==> src/source/cpuCorePkg.sv <==
`default_nettype none

package cpuCorePkg;

    localparam int wordW   = 32;
    localparam int numRegs = 32;

    typedef logic [wordW-1:0] wordT;

    // Byte distance between sequential instructions
    localparam wordT pcStep = 32'd4;

    // Operations the ALU can perform
    typedef enum logic [2:0] {
        aluAdd,
        aluSub,
        aluAnd,
        aluOr,
        aluSlt
    } aluOpT;

endpackage

`default_nettype wire

==> src/source/rvIsaPkg.sv <==
`default_nettype none

package rvIsaPkg;

    // Field widths of the base encoding
    localparam int instW   = 32;
    localparam int opcodeW = 7;
    localparam int funct3W = 3;
    localparam int regIdxW = 5;

    typedef logic [instW-1:0]   instT;
    typedef logic [opcodeW-1:0] opcodeT;
    typedef logic [funct3W-1:0] funct3T;
    typedef logic [regIdxW-1:0] regIdxT;

    // Major opcodes handled by the core
    localparam opcodeT opR      = 7'b0110011;
    localparam opcodeT opImm    = 7'b0010011;
    localparam opcodeT opLoad   = 7'b0000011;
    localparam opcodeT opStore  = 7'b0100011;
    localparam opcodeT opBranch = 7'b1100011;

    // funct3 values for the ALU group
    localparam funct3T f3AddSub = 3'b000;
    localparam funct3T f3Slt    = 3'b010;
    localparam funct3T f3Or     = 3'b110;
    localparam funct3T f3And    = 3'b111;

    localparam funct3T f3Word = 3'b010; // lw / sw width
    localparam funct3T f3Beq  = 3'b000;

    // Bit 30 picks sub over add in R-type
    localparam int subBit = 30;

endpackage

`default_nettype wire

==> src/source/ctrlIf.sv <==
`timescale 1ns/1ps
`default_nettype none

interface ctrlIf;

    logic              regWrite;  // Write back to rd
    logic              aluSrc;    // Second operand is the immediate
    logic              memToReg;  // Write back load data
    logic              memWrite;  // Store strobe
    logic              branch;    // beq in flight
    cpuCorePkg::aluOpT aluOp;

    modport decoder (
        output regWrite,
        output aluSrc,
        output memToReg,
        output memWrite,
        output branch,
        output aluOp
    );

    modport datapath (
        input regWrite,
        input aluSrc,
        input memToReg,
        input memWrite,
        input branch,
        input aluOp
    );

endinterface

`default_nettype wire

==> src/source/controlDecoder.sv <==
`timescale 1ns/1ps
`default_nettype none

module controlDecoder (
    input  logic           rstN,
    input  rvIsaPkg::instT inst,
    ctrlIf.decoder         ctrl
);

    rvIsaPkg::opcodeT opcode;
    rvIsaPkg::funct3T funct3;

    logic              regWriteDec;
    logic              memWriteDec;
    logic              aluSrcDec;
    logic              memToRegDec;
    logic              branchDec;
    cpuCorePkg::aluOpT aluOpDec;

    assign opcode = inst[6:0];
    assign funct3 = inst[14:12];

    // ALU control from funct3, subSel only matters for add/sub
    function automatic cpuCorePkg::aluOpT decodeAluOp(
        input rvIsaPkg::funct3T f3,
        input logic             subSel
    );
        cpuCorePkg::aluOpT op;
        case (f3)
            rvIsaPkg::f3AddSub: op = subSel ? cpuCorePkg::aluSub : cpuCorePkg::aluAdd;
            rvIsaPkg::f3Slt:    op = cpuCorePkg::aluSlt;
            rvIsaPkg::f3Or:     op = cpuCorePkg::aluOr;
            rvIsaPkg::f3And:    op = cpuCorePkg::aluAnd;
            default:            op = cpuCorePkg::aluAdd;
        endcase
        return op;
    endfunction

    always_comb begin
        // Unknown opcodes fall through as no-ops
        regWriteDec = 1'b0;
        memWriteDec = 1'b0;
        aluSrcDec   = 1'b0;
        memToRegDec = 1'b0;
        branchDec   = 1'b0;
        aluOpDec    = cpuCorePkg::aluAdd;

        case (opcode)
            rvIsaPkg::opR: begin
                regWriteDec = 1'b1;
                aluOpDec    = decodeAluOp(funct3, inst[rvIsaPkg::subBit]);
            end
            rvIsaPkg::opImm: begin
                regWriteDec = 1'b1;
                aluSrcDec   = 1'b1;
                aluOpDec    = decodeAluOp(funct3, 1'b0); // No subi
            end
            rvIsaPkg::opLoad: begin
                if (funct3 == rvIsaPkg::f3Word) begin // Only lw
                    regWriteDec = 1'b1;
                    aluSrcDec   = 1'b1;
                    memToRegDec = 1'b1;
                end
            end
            rvIsaPkg::opStore: begin
                if (funct3 == rvIsaPkg::f3Word) begin
                    aluSrcDec   = 1'b1;
                    memWriteDec = 1'b1;
                end
            end
            rvIsaPkg::opBranch: begin
                branchDec = (funct3 == rvIsaPkg::f3Beq);
                aluOpDec  = cpuCorePkg::aluSub;
            end
            default: ;
        endcase
    end

    // No state changes while held in reset
    assign ctrl.regWrite = regWriteDec & rstN;
    assign ctrl.memWrite = memWriteDec & rstN;
    assign ctrl.aluSrc   = aluSrcDec;
    assign ctrl.memToReg = memToRegDec;
    assign ctrl.branch   = branchDec;
    assign ctrl.aluOp    = aluOpDec;

endmodule

`default_nettype wire

==> src/source/executeUnit.sv <==
`timescale 1ns/1ps
`default_nettype none

module executeUnit (
    input  cpuCorePkg::wordT rd1,
    input  cpuCorePkg::wordT rd2,
    input  cpuCorePkg::wordT imm,
    output cpuCorePkg::wordT aluResult,
    output logic             branchTaken,
    ctrlIf.datapath          ctrl
);

    cpuCorePkg::wordT opA;
    cpuCorePkg::wordT opB;
    logic             lessThan;

    assign opA = rd1;
    assign opB = ctrl.aluSrc ? imm : rd2; // Immediate for I, load and store

    // slt compares as two's complement
    assign lessThan = $signed(opA) < $signed(opB);

    always_comb begin
        case (ctrl.aluOp)
            cpuCorePkg::aluAdd: aluResult = opA + opB;
            cpuCorePkg::aluSub: aluResult = opA - opB;
            cpuCorePkg::aluAnd: aluResult = opA & opB;
            cpuCorePkg::aluOr:  aluResult = opA | opB;
            cpuCorePkg::aluSlt: aluResult = {{(cpuCorePkg::wordW-1){1'b0}}, lessThan};
            default:            aluResult = '0;
        endcase
    end

    // beq compares the two register values directly
    assign branchTaken = ctrl.branch && (rd1 == rd2);

endmodule

`default_nettype wire

==> src/source/immGen.sv <==
`timescale 1ns/1ps
`default_nettype none

module immGen (
    input  rvIsaPkg::instT   inst,
    output cpuCorePkg::wordT imm
);

    rvIsaPkg::opcodeT opcode;

    cpuCorePkg::wordT immI;
    cpuCorePkg::wordT immS;
    cpuCorePkg::wordT immB;

    assign opcode = inst[6:0];

    assign immI = {{20{inst[31]}}, inst[31:20]};
    assign immS = {{20{inst[31]}}, inst[31:25], inst[11:7]};
    // Branch offset already in bytes
    assign immB = {{19{inst[31]}}, inst[31], inst[7], inst[30:25], inst[11:8], 1'b0};

    always_comb begin
        case (opcode)
            rvIsaPkg::opStore:  imm = immS;
            rvIsaPkg::opBranch: imm = immB;
            rvIsaPkg::opImm,
            rvIsaPkg::opLoad:   imm = immI;
            default:            imm = '0; // R-type has no immediate
        endcase
    end

endmodule

`default_nettype wire

==> src/source/programCounter.sv <==
`timescale 1ns/1ps
`default_nettype none

module programCounter #(
    parameter cpuCorePkg::wordT resetPc = '0
) (
    input  logic             CLK,
    input  logic             rstN,
    input  cpuCorePkg::wordT imm,
    input  logic             branchTaken,
    output cpuCorePkg::wordT pc
);

    cpuCorePkg::wordT pcPlus4;
    cpuCorePkg::wordT pcTarget;
    cpuCorePkg::wordT nextPc;

    assign pcPlus4  = pc + cpuCorePkg::pcStep;
    assign pcTarget = pc + imm;              // imm already byte offset
    assign nextPc   = branchTaken ? pcTarget : pcPlus4;

    always_ff @(posedge CLK or negedge rstN) begin
        if (!rstN) begin
            pc <= resetPc;
        end else begin
            pc <= nextPc;
        end
    end

endmodule

`default_nettype wire

==> src/source/registerFile.sv <==
`timescale 1ns/1ps
`default_nettype none

module registerFile (
    input  logic              CLK,
    input  logic              rstN,
    input  rvIsaPkg::regIdxT  rs1,
    input  rvIsaPkg::regIdxT  rs2,
    input  rvIsaPkg::regIdxT  rd,
    input  cpuCorePkg::wordT  aluResult,
    input  cpuCorePkg::wordT  loadData,
    output cpuCorePkg::wordT  rd1,
    output cpuCorePkg::wordT  rd2,
    ctrlIf.datapath           ctrl
);

    // x0 has no storage
    cpuCorePkg::wordT regs [1:cpuCorePkg::numRegs-1];
    cpuCorePkg::wordT wrData;

    assign wrData = ctrl.memToReg ? loadData : aluResult;

    always_ff @(posedge CLK or negedge rstN) begin
        if (!rstN) begin
            for (int i = 1; i < cpuCorePkg::numRegs; i++) begin
                regs[i] <= '0;
            end
        end else if (ctrl.regWrite && (rd != '0)) begin
            regs[rd] <= wrData;
        end
    end

    // Combinational reads
    assign rd1 = (rs1 == '0) ? '0 : regs[rs1];
    assign rd2 = (rs2 == '0) ? '0 : regs[rs2];

endmodule

`default_nettype wire

==> src/source/singleCycleCore.sv <==
`timescale 1ns/1ps
`default_nettype none

module singleCycleCore #(
    parameter cpuCorePkg::wordT resetPc = '0
) (
    input  logic             CLK,
    input  logic             rstN,
    output cpuCorePkg::wordT instAddr,
    input  rvIsaPkg::instT   inst,
    output cpuCorePkg::wordT memAddr,
    output cpuCorePkg::wordT memWdata,
    output logic             memWe,
    input  cpuCorePkg::wordT memRdata
);

    rvIsaPkg::regIdxT rs1;
    rvIsaPkg::regIdxT rs2;
    rvIsaPkg::regIdxT rd;

    cpuCorePkg::wordT imm;
    cpuCorePkg::wordT rd1;
    cpuCorePkg::wordT rd2;
    cpuCorePkg::wordT aluResult;
    logic             branchTaken;

    ctrlIf ctrl ();

    // Register fields
    assign rs1 = inst[19:15];
    assign rs2 = inst[24:20];
    assign rd  = inst[11:7];

    programCounter #(
        .resetPc(resetPc)
    ) programCounter_i (
        .CLK        (CLK),
        .rstN       (rstN),
        .imm        (imm),
        .branchTaken(branchTaken),
        .pc         (instAddr)
    );

    controlDecoder controlDecoder_i (
        .rstN(rstN),
        .inst(inst),
        .ctrl(ctrl.decoder)
    );

    immGen immGen_i (
        .inst(inst),
        .imm (imm)
    );

    registerFile registerFile_i (
        .CLK      (CLK),
        .rstN     (rstN),
        .rs1      (rs1),
        .rs2      (rs2),
        .rd       (rd),
        .aluResult(aluResult),
        .loadData (memRdata),
        .rd1      (rd1),
        .rd2      (rd2),
        .ctrl     (ctrl.datapath)
    );

    executeUnit executeUnit_i (
        .rd1        (rd1),
        .rd2        (rd2),
        .imm        (imm),
        .aluResult  (aluResult),
        .branchTaken(branchTaken),
        .ctrl       (ctrl.datapath)
    );

    // Data memory port
    assign memAddr  = aluResult;
    assign memWdata = rd2;
    assign memWe    = ctrl.memWrite;

endmodule

`default_nettype wire

==> config.mk <==
export PLATFORM = sky130hd
export DESIGN_NAME = singleCycleCore
export DESIGN_NICKNAME = d
export VERILOG_FILES = /design/src/source/cpuCorePkg.sv /design/src/source/rvIsaPkg.sv /design/src/source/ctrlIf.sv /design/src/source/controlDecoder.sv /design/src/source/executeUnit.sv /design/src/source/immGen.sv /design/src/source/programCounter.sv /design/src/source/registerFile.sv /design/src/source/singleCycleCore.sv
export SDC_FILE = /design/constraint.sdc
export NUM_CORES = 2
export LEC_CHECK = 0
export BUFFER_PORTS_ARGS = -buffer_cell sky130_fd_sc_hd__buf_4
export CAP_MARGIN = 10
export CORE_MARGIN = 2
export CORE_UTILIZATION = 30
export DETAILED_ROUTE_END_ITERATION = 8
export GPL_TIMING_DRIVEN = 0
export SKIP_CTS_REPAIR_TIMING = 1
export SYNTH_ARGS = -nofsm -noshare
export SYNTH_HDL_FRONTEND = slang
export SYNTH_SLANG_ARGS = --single-unit
==> constraint.sdc <==
create_clock -name CLK -period 14.8 [get_ports CLK]
set_input_delay 1.48 -clock CLK [delete_from_list [all_inputs] [get_ports CLK]]
set_output_delay 1.48 -clock CLK [all_outputs]
set_load 0.01 [all_outputs]
Word level (Yosys, flattened, before mapping)
Cells that the tools add are included.

storage, ports and cells
  flip-flop bits (word level) = 1024
  output and inout bits = 97
  logic and storage cells = 98

cells by class
  bitwise logic cells = 7
  $lt $le $gt $ge = 5
  reduce and logical (&&, ||, !) cells = 11
  multiplexer cells = 26
  $add $sub $neg = 4
  equality and inequality tests = 13

operator list
  operator               number
  $bwmux 992             1
  $bmux 32 s5            2
  $mux 32                10
  $demux 32 s5           1
  $pmux 32 s5            1
  $pmux 32 s3            1
  $add 32x32->32         2
  $add 32x3->32 const B  1
  $and 32x32->32         1
  $eq 32x32->1           1
  $lt 32x32->1           1
  $or 32x32->32          1
  $sub 32x32->32         1
  $ge 6x6->1 const B     3
  $not 5->6              3
  $pmux 3 s3             2
  $eq 7x6->1 const B     2
  $pmux 3 s4             1
  $logic_not 5->1        2
  $eq 3x2->1 const B     3
  $eq 3x3->1 const B     3
  $eq 7x2->1 const B     1
  $eq 7x5->1 const B     1
  $eq 7x7->1 const B     1
  other kinds (9)        20

Longest topological paths before layout
  word-level depth = 10
  gate-level depth with buffers = 27

By module
Synthesis repeated with hierarchy kept, for this count alone.

unflattened totals
  cell total of the unflattened synthesis = 5996
  area total of the unflattened synthesis = 61412.6 µm²

modules (own cells, without submodules)
  module          times used  cells each  area an instance (µm²)
  registerFile    1           4676        51808.4
  executeUnit     1           832         5714.2
  programCounter  1           418         3382.0
  immGen          1           48          367.9
  controlDecoder  1           22          140.1

Least setup slack after synthesis
OpenSTA, ideal clock, no wires.

  path type = input-to-output
  start = in inst[20]
  end = out memAddr[30]
  stages = 21
  path slack = 7.431 ns
  arrival time = 5.889 ns
  cells stage by stage = buf_6 -> buf_12 -> buf_12 -> buf_12 -> buf_6 -> a21oi_1 -> a21oi_1 -> nor2_1 -> a221oi_1 -> nor2_1 -> or4_1 -> o21ai_0 -> ha_1 -> clkbuf_1 -> or4_1 -> a211oi_1 -> o211a_1 -> nor4_1 -> a211o_1 -> and3_1 -> o32ai_1

on the way
  cells in the longest elaborated chain, start to end = 8
  elaborated cells between the ends (all ways) = 13
  those cells by class = 2 x add/sub; 7 x mux; 3 x bitwise; 1 x reduce/logical

RTL lines
  item                                        RTL line               text
  start: declaration                          singleCycleCore.sv:10  input rvIsaPkg::instT inst,
  $not 5->6 (not written as such)             registerFile.sv:35     assign rd2 = (rs2 == '0) ? '0 : regs[rs2];
  $bmux 32 s5                                 registerFile.sv:35
  $mux 32 (not written as such) (2 in a row)  registerFile.sv:35
  $mux 32                                     registerFile.sv:35
  $mux 32 *                                   executeUnit.sv:18      assign opB = ctrl.aluSrc ? imm : rd2;
  $sub 32x32->32 (tied with other cells)      executeUnit.sv:26      cpuCorePkg::aluSub: aluResult = opA - opB;
  $pmux 32 s5 *                               executeUnit.sv:24      case (ctrl.aluOp)
  end: declaration                            singleCycleCore.sv:11  output cpuCorePkg::wordT memAddr,

Mark *: on every way between the ends. The rest lies on a longest branch, timed or not. The select of a mux whose other input is x is not followed.

Final worst setup path
  start = in inst[16]
  end = out memAddr[30]

on the way
  cells in the longest elaborated chain, start to end = 7
  elaborated cells between the ends (all ways) = 11
  those cells by class = 2 x add/sub; 5 x mux; 3 x bitwise; 1 x reduce/logical

RTL lines
  item                                        RTL line            text
  $not 5->6 (not written as such)             registerFile.sv:34  assign rd1 = (rs1 == '0) ? '0 : regs[rs1];
  $bmux 32 s5                                 registerFile.sv:34
  $mux 32 (not written as such) (2 in a row)  registerFile.sv:34
  $mux 32 *                                   registerFile.sv:34
  $sub 32x32->32 (tied with other cells)      executeUnit.sv:26
  $pmux 32 s5 *                               executeUnit.sv:24

Marks and branches as above.

==> metrics <==
top area cells in the synthesized netlist=dfrtp_1 43%, mux4_2 16%, o21ai_0 8.7%; Detailed Route WL=about 360,000 um; Non-Filler Instances=8,914; vias in the first global route=~53,000; Layout Skew=0.0804 ns; Antenna Violating Nets Remaining=0; nature of the critical path endpoint=output port; EDFF count, synth=0; crit-path cells=buf_4 -> buf_4 -> buf_2 -> buf_4 -> buf_2 -> nor2_1 -> a21oi_1 -> a32oi_1 -> inv_1 -> ha_1 -> inv_1 -> o21bai_1 -> a221oi_1 -> a31oi_1 -> o21ai_1 -> o221ai_1 -> nand3_1 -> o211ai_1 -> and3_1 -> o32ai_1 -> buf_4; core area=roughly 200,000 um2; drt pass-1 iters=9; Leak=around 30 nW; Synth Area in Simple Gates=between 10% and 20%; die height=approximately 450 um; Clock Sinks=about 1,000; DRC violations left=1; DRC marker count from the first detailed-route iteration=10,091; first-pass GRT wire length=approximately 480,000 um; max-cap violations=4; IO buf count=155; WP data required=between 10 and 15 ns; H-Tree Depth=3; # nets final=around 6,300; DR vias=56,989; share of cells above drive strength 1=between 10% and 20%; area added between synthesis and finish=16.5%; Via density=approximately 6.4; fillers=20,071; total grt overflow=0; Cell variety after synth=between 90 and 100; Die Width=between 400 and 500 um; Mapped Area=between 50,000 and 60,000 um2; mux cell area share after synthesis=roughly a fifth; Post-synth ARST share=100%; area fraction of the dominant cell type after synthesis=43.0%; slowest CP cell=a21oi_1; CTS max path bufs=3; initial antenna violation count=31; final slew viol count=37; pin count of the biggest net entering global routing=180; Worst slew margin=-1.73%; GRT Util Overall=35.0%; Avg Cell Area, Syn=between 10 and 15 um2; Synth Area in Adders=approximately 2.9%; worst-margin pin slew=between 1.5 and 2 ns; Post-Synthesis Net Count=6,023; Final setup viols=0; RSZ-0062 raised after global routing=false; post-synthesis sequential area ratio=43.0%; Worst VDD drop=approximately 0.11 mV; Util after Layout=between 30% and 40%; worst-path fanout max=12; row count=163; routed length per instance=a little over 40 um; post-detail-place hpwl=approximately 260,000 um; Post-Syn Instances=about 5,800; ys flop type=dfrtp_1; Synth Area in Compound Gates=between 15 and 20%; critical path's largest stage delay=roughly 1.1 ns; Ys Warns=0; Final WS setup=3.15 ns; f_max=0.0859 GHz; CTS clock-pin slew for the worst setup and hold paths=approximately 0.050 ns; GPL Wtd Cong=1.06; Top Ports=approximately 160; Sum Neg Setup Slack=0 ns; Seq cells post-synth=approximately 1,000; clk root buf=clkbuf_16; Inserted Clock Buffers=121; Hold Crit Class=flop to flop; die area=slightly above 200,000 um2; CTS tree=built; failing checks=DRC, capacitance limit, slew limit; CP dominant cell by count=buf_4; Startpoint Class=input port; Synth area leader=dfrtp_1; initial core utilization=30.2%; CP Class=input port to output port; status=finished, violations left; overall power=between 0.007 and 0.008 W; Arr. time, crit path=10.17 ns; Power Density=about 110 nW/um2; post-place setup slack=about 3.8 ns; final hold vios=0; XOR/XNOR Fraction of Synth Area=approximately 1.7%; crit-path leading delay family=compound AO/OA/AOI/OAI gates; largest family of logic cells by synthesized area=multiplexers; Tmin final=around 12 ns; crit path buf inv count=8; clk_lat worst skew=between 0.8 and 0.9 ns; period utilization=between 70% and 80%; DP Cell Count=~8,600
## final timing paths
| path | from | end | cells after the start | slack, ns |
|---|---|---|---|---|
| min in group asynchronous | rstN | registerFile_i.regs[977]$_DFFE_PN0P_ | 1 | 0.55 |
| worst min-delay path | programCounter_i.pc[31]$_DFF_PN0_ | programCounter_i.pc[31]$_DFF_PN0_ | 1 | 0.48 |
| worst min register to register | programCounter_i.pc[31]$_DFF_PN0_ | programCounter_i.pc[31]$_DFF_PN0_ | 1 | 0.48 |
| worst max-delay path | inst[16] | memAddr[30] | 21 | 3.15 |
| max in group asynchronous | rstN | registerFile_i.regs[73]$_DFFE_PN0P_ | 4 | 11.55 |
| worst max register to register | registerFile_i.regs[526]$_DFFE_PN0P_ | registerFile_i.regs[764]$_DFFE_PN0P_ | 22 | 6.57 |
## power breakdown
| part | switching, W | leakage, nW | total (W) | internal, W |
|---|---|---|---|---|
| Clock | 0.00141 | 2.16 | 0.00341 | 0.00200 |
| Combinational | 0.00118 | 13.2 | 0.00152 | 0.000345 |
| Sequential | 0.0000248 | 14.3 | 0.00285 | 0.00283 |
| Total | 0.00261 | 29.7 | 0.00778 | 0.00517 |
## per-layer routing
layer / share of wire, % / wire (um) / GRT usage (%)
met1: 36 / 130000 / 41.7
met3: 14 / 52300 / 16.4
met4: 9.0 / 32700 / 26.3
met2: 41 / 148000 / 48.6
met5: 0.086 / 313 / 0.521
## final cells by class
| class | count | area [um2] | area share [%] |
|---|---|---|---|
| Multi-Input combinational cell | 4162 | 31100 | 44.7 |
| Sequential cell | 1024 | 25600 | 36.9 |
| Clock buffer | 170 | 3490 | 5.03 |
| Tap cell | 2640 | 3300 | 4.76 |
| Buffer | 512 | 2560 | 3.68 |
| Timing Repair Buffer | 195 | 1900 | 2.73 |
| Clock inverter | 57 | 961 | 1.38 |
| Inverter | 123 | 462 | 0.665 |
| Antenna cell | 31 | 77.6 | 0.112 |
## flip-flops by register name (all words and copies together), names as in the netlist
register             flops
registerFile_i.regs    992
programCounter_i.pc     32
## kinds of logic (layout without fill, tap and decap cells)
group	Yosys count	count (layout)
AOI/OAI and AO/OA	1679	1679
and+or+nand+nor	1560	1560
DFF	1024	1024
muxes	672	672
buffers and inverters	635	1057
adders and majority gates	136	136
xor gates and xnor gates	115	115
other	0	31
## placed cells by master, fill, tap and decap left out, types with 18 or more instances in the layout
cell / count
nand2_1: 1146
o21ai_0: 1040
dfrtp_1: 1024
mux4_2: 415
clkbuf_1: 369
nor2_1: 184
buf_4: 183
a21oi_1: 170
mux2i_1: 149
ha_1: 133
clkbuf_16: 122
inv_1: 118
o22ai_1: 108
mux2_2: 98
xnor2_1: 83
a221oi_1: 71
buf_2: 63
nand3_1: 41
buf_6: 40
a22oi_1: 35
xor2_1: 32
diode_2: 31
o211ai_1: 28
nor3_1: 26
o21bai_1: 26
clkbuf_8: 26
a21o_1: 24
buf_8: 23
nand2b_1: 21
a22o_1: 21
nand4_1: 21
bufinv_16: 20
nor2b_1: 19
clkinv_2: 18
## cells in the mapped netlist, types with 98 or more instances
| master | n |
|---|---|
| nand2_1 | 1146 |
| o21ai_0 | 1041 |
| dfrtp_1 | 1024 |
| mux4_2 | 415 |
| clkbuf_1 | 363 |
| nor2_1 | 187 |
| a21oi_1 | 170 |
| mux2i_1 | 155 |
| ha_1 | 133 |
| inv_1 | 118 |
| o22ai_1 | 108 |
| mux2_2 | 98 |
## through the flow
stage | instance area, um2 | hold WS, ns
global route | 69400 | 0.495
CTS | 69200 | 0.482
finish | 69400 | 0.480
global placement | 64100 | 0.470
detailed placement | 64800 | 0.475
floorplan | 59600 | 0.460
No activity file was read; power rests on OpenSTA's default activity.
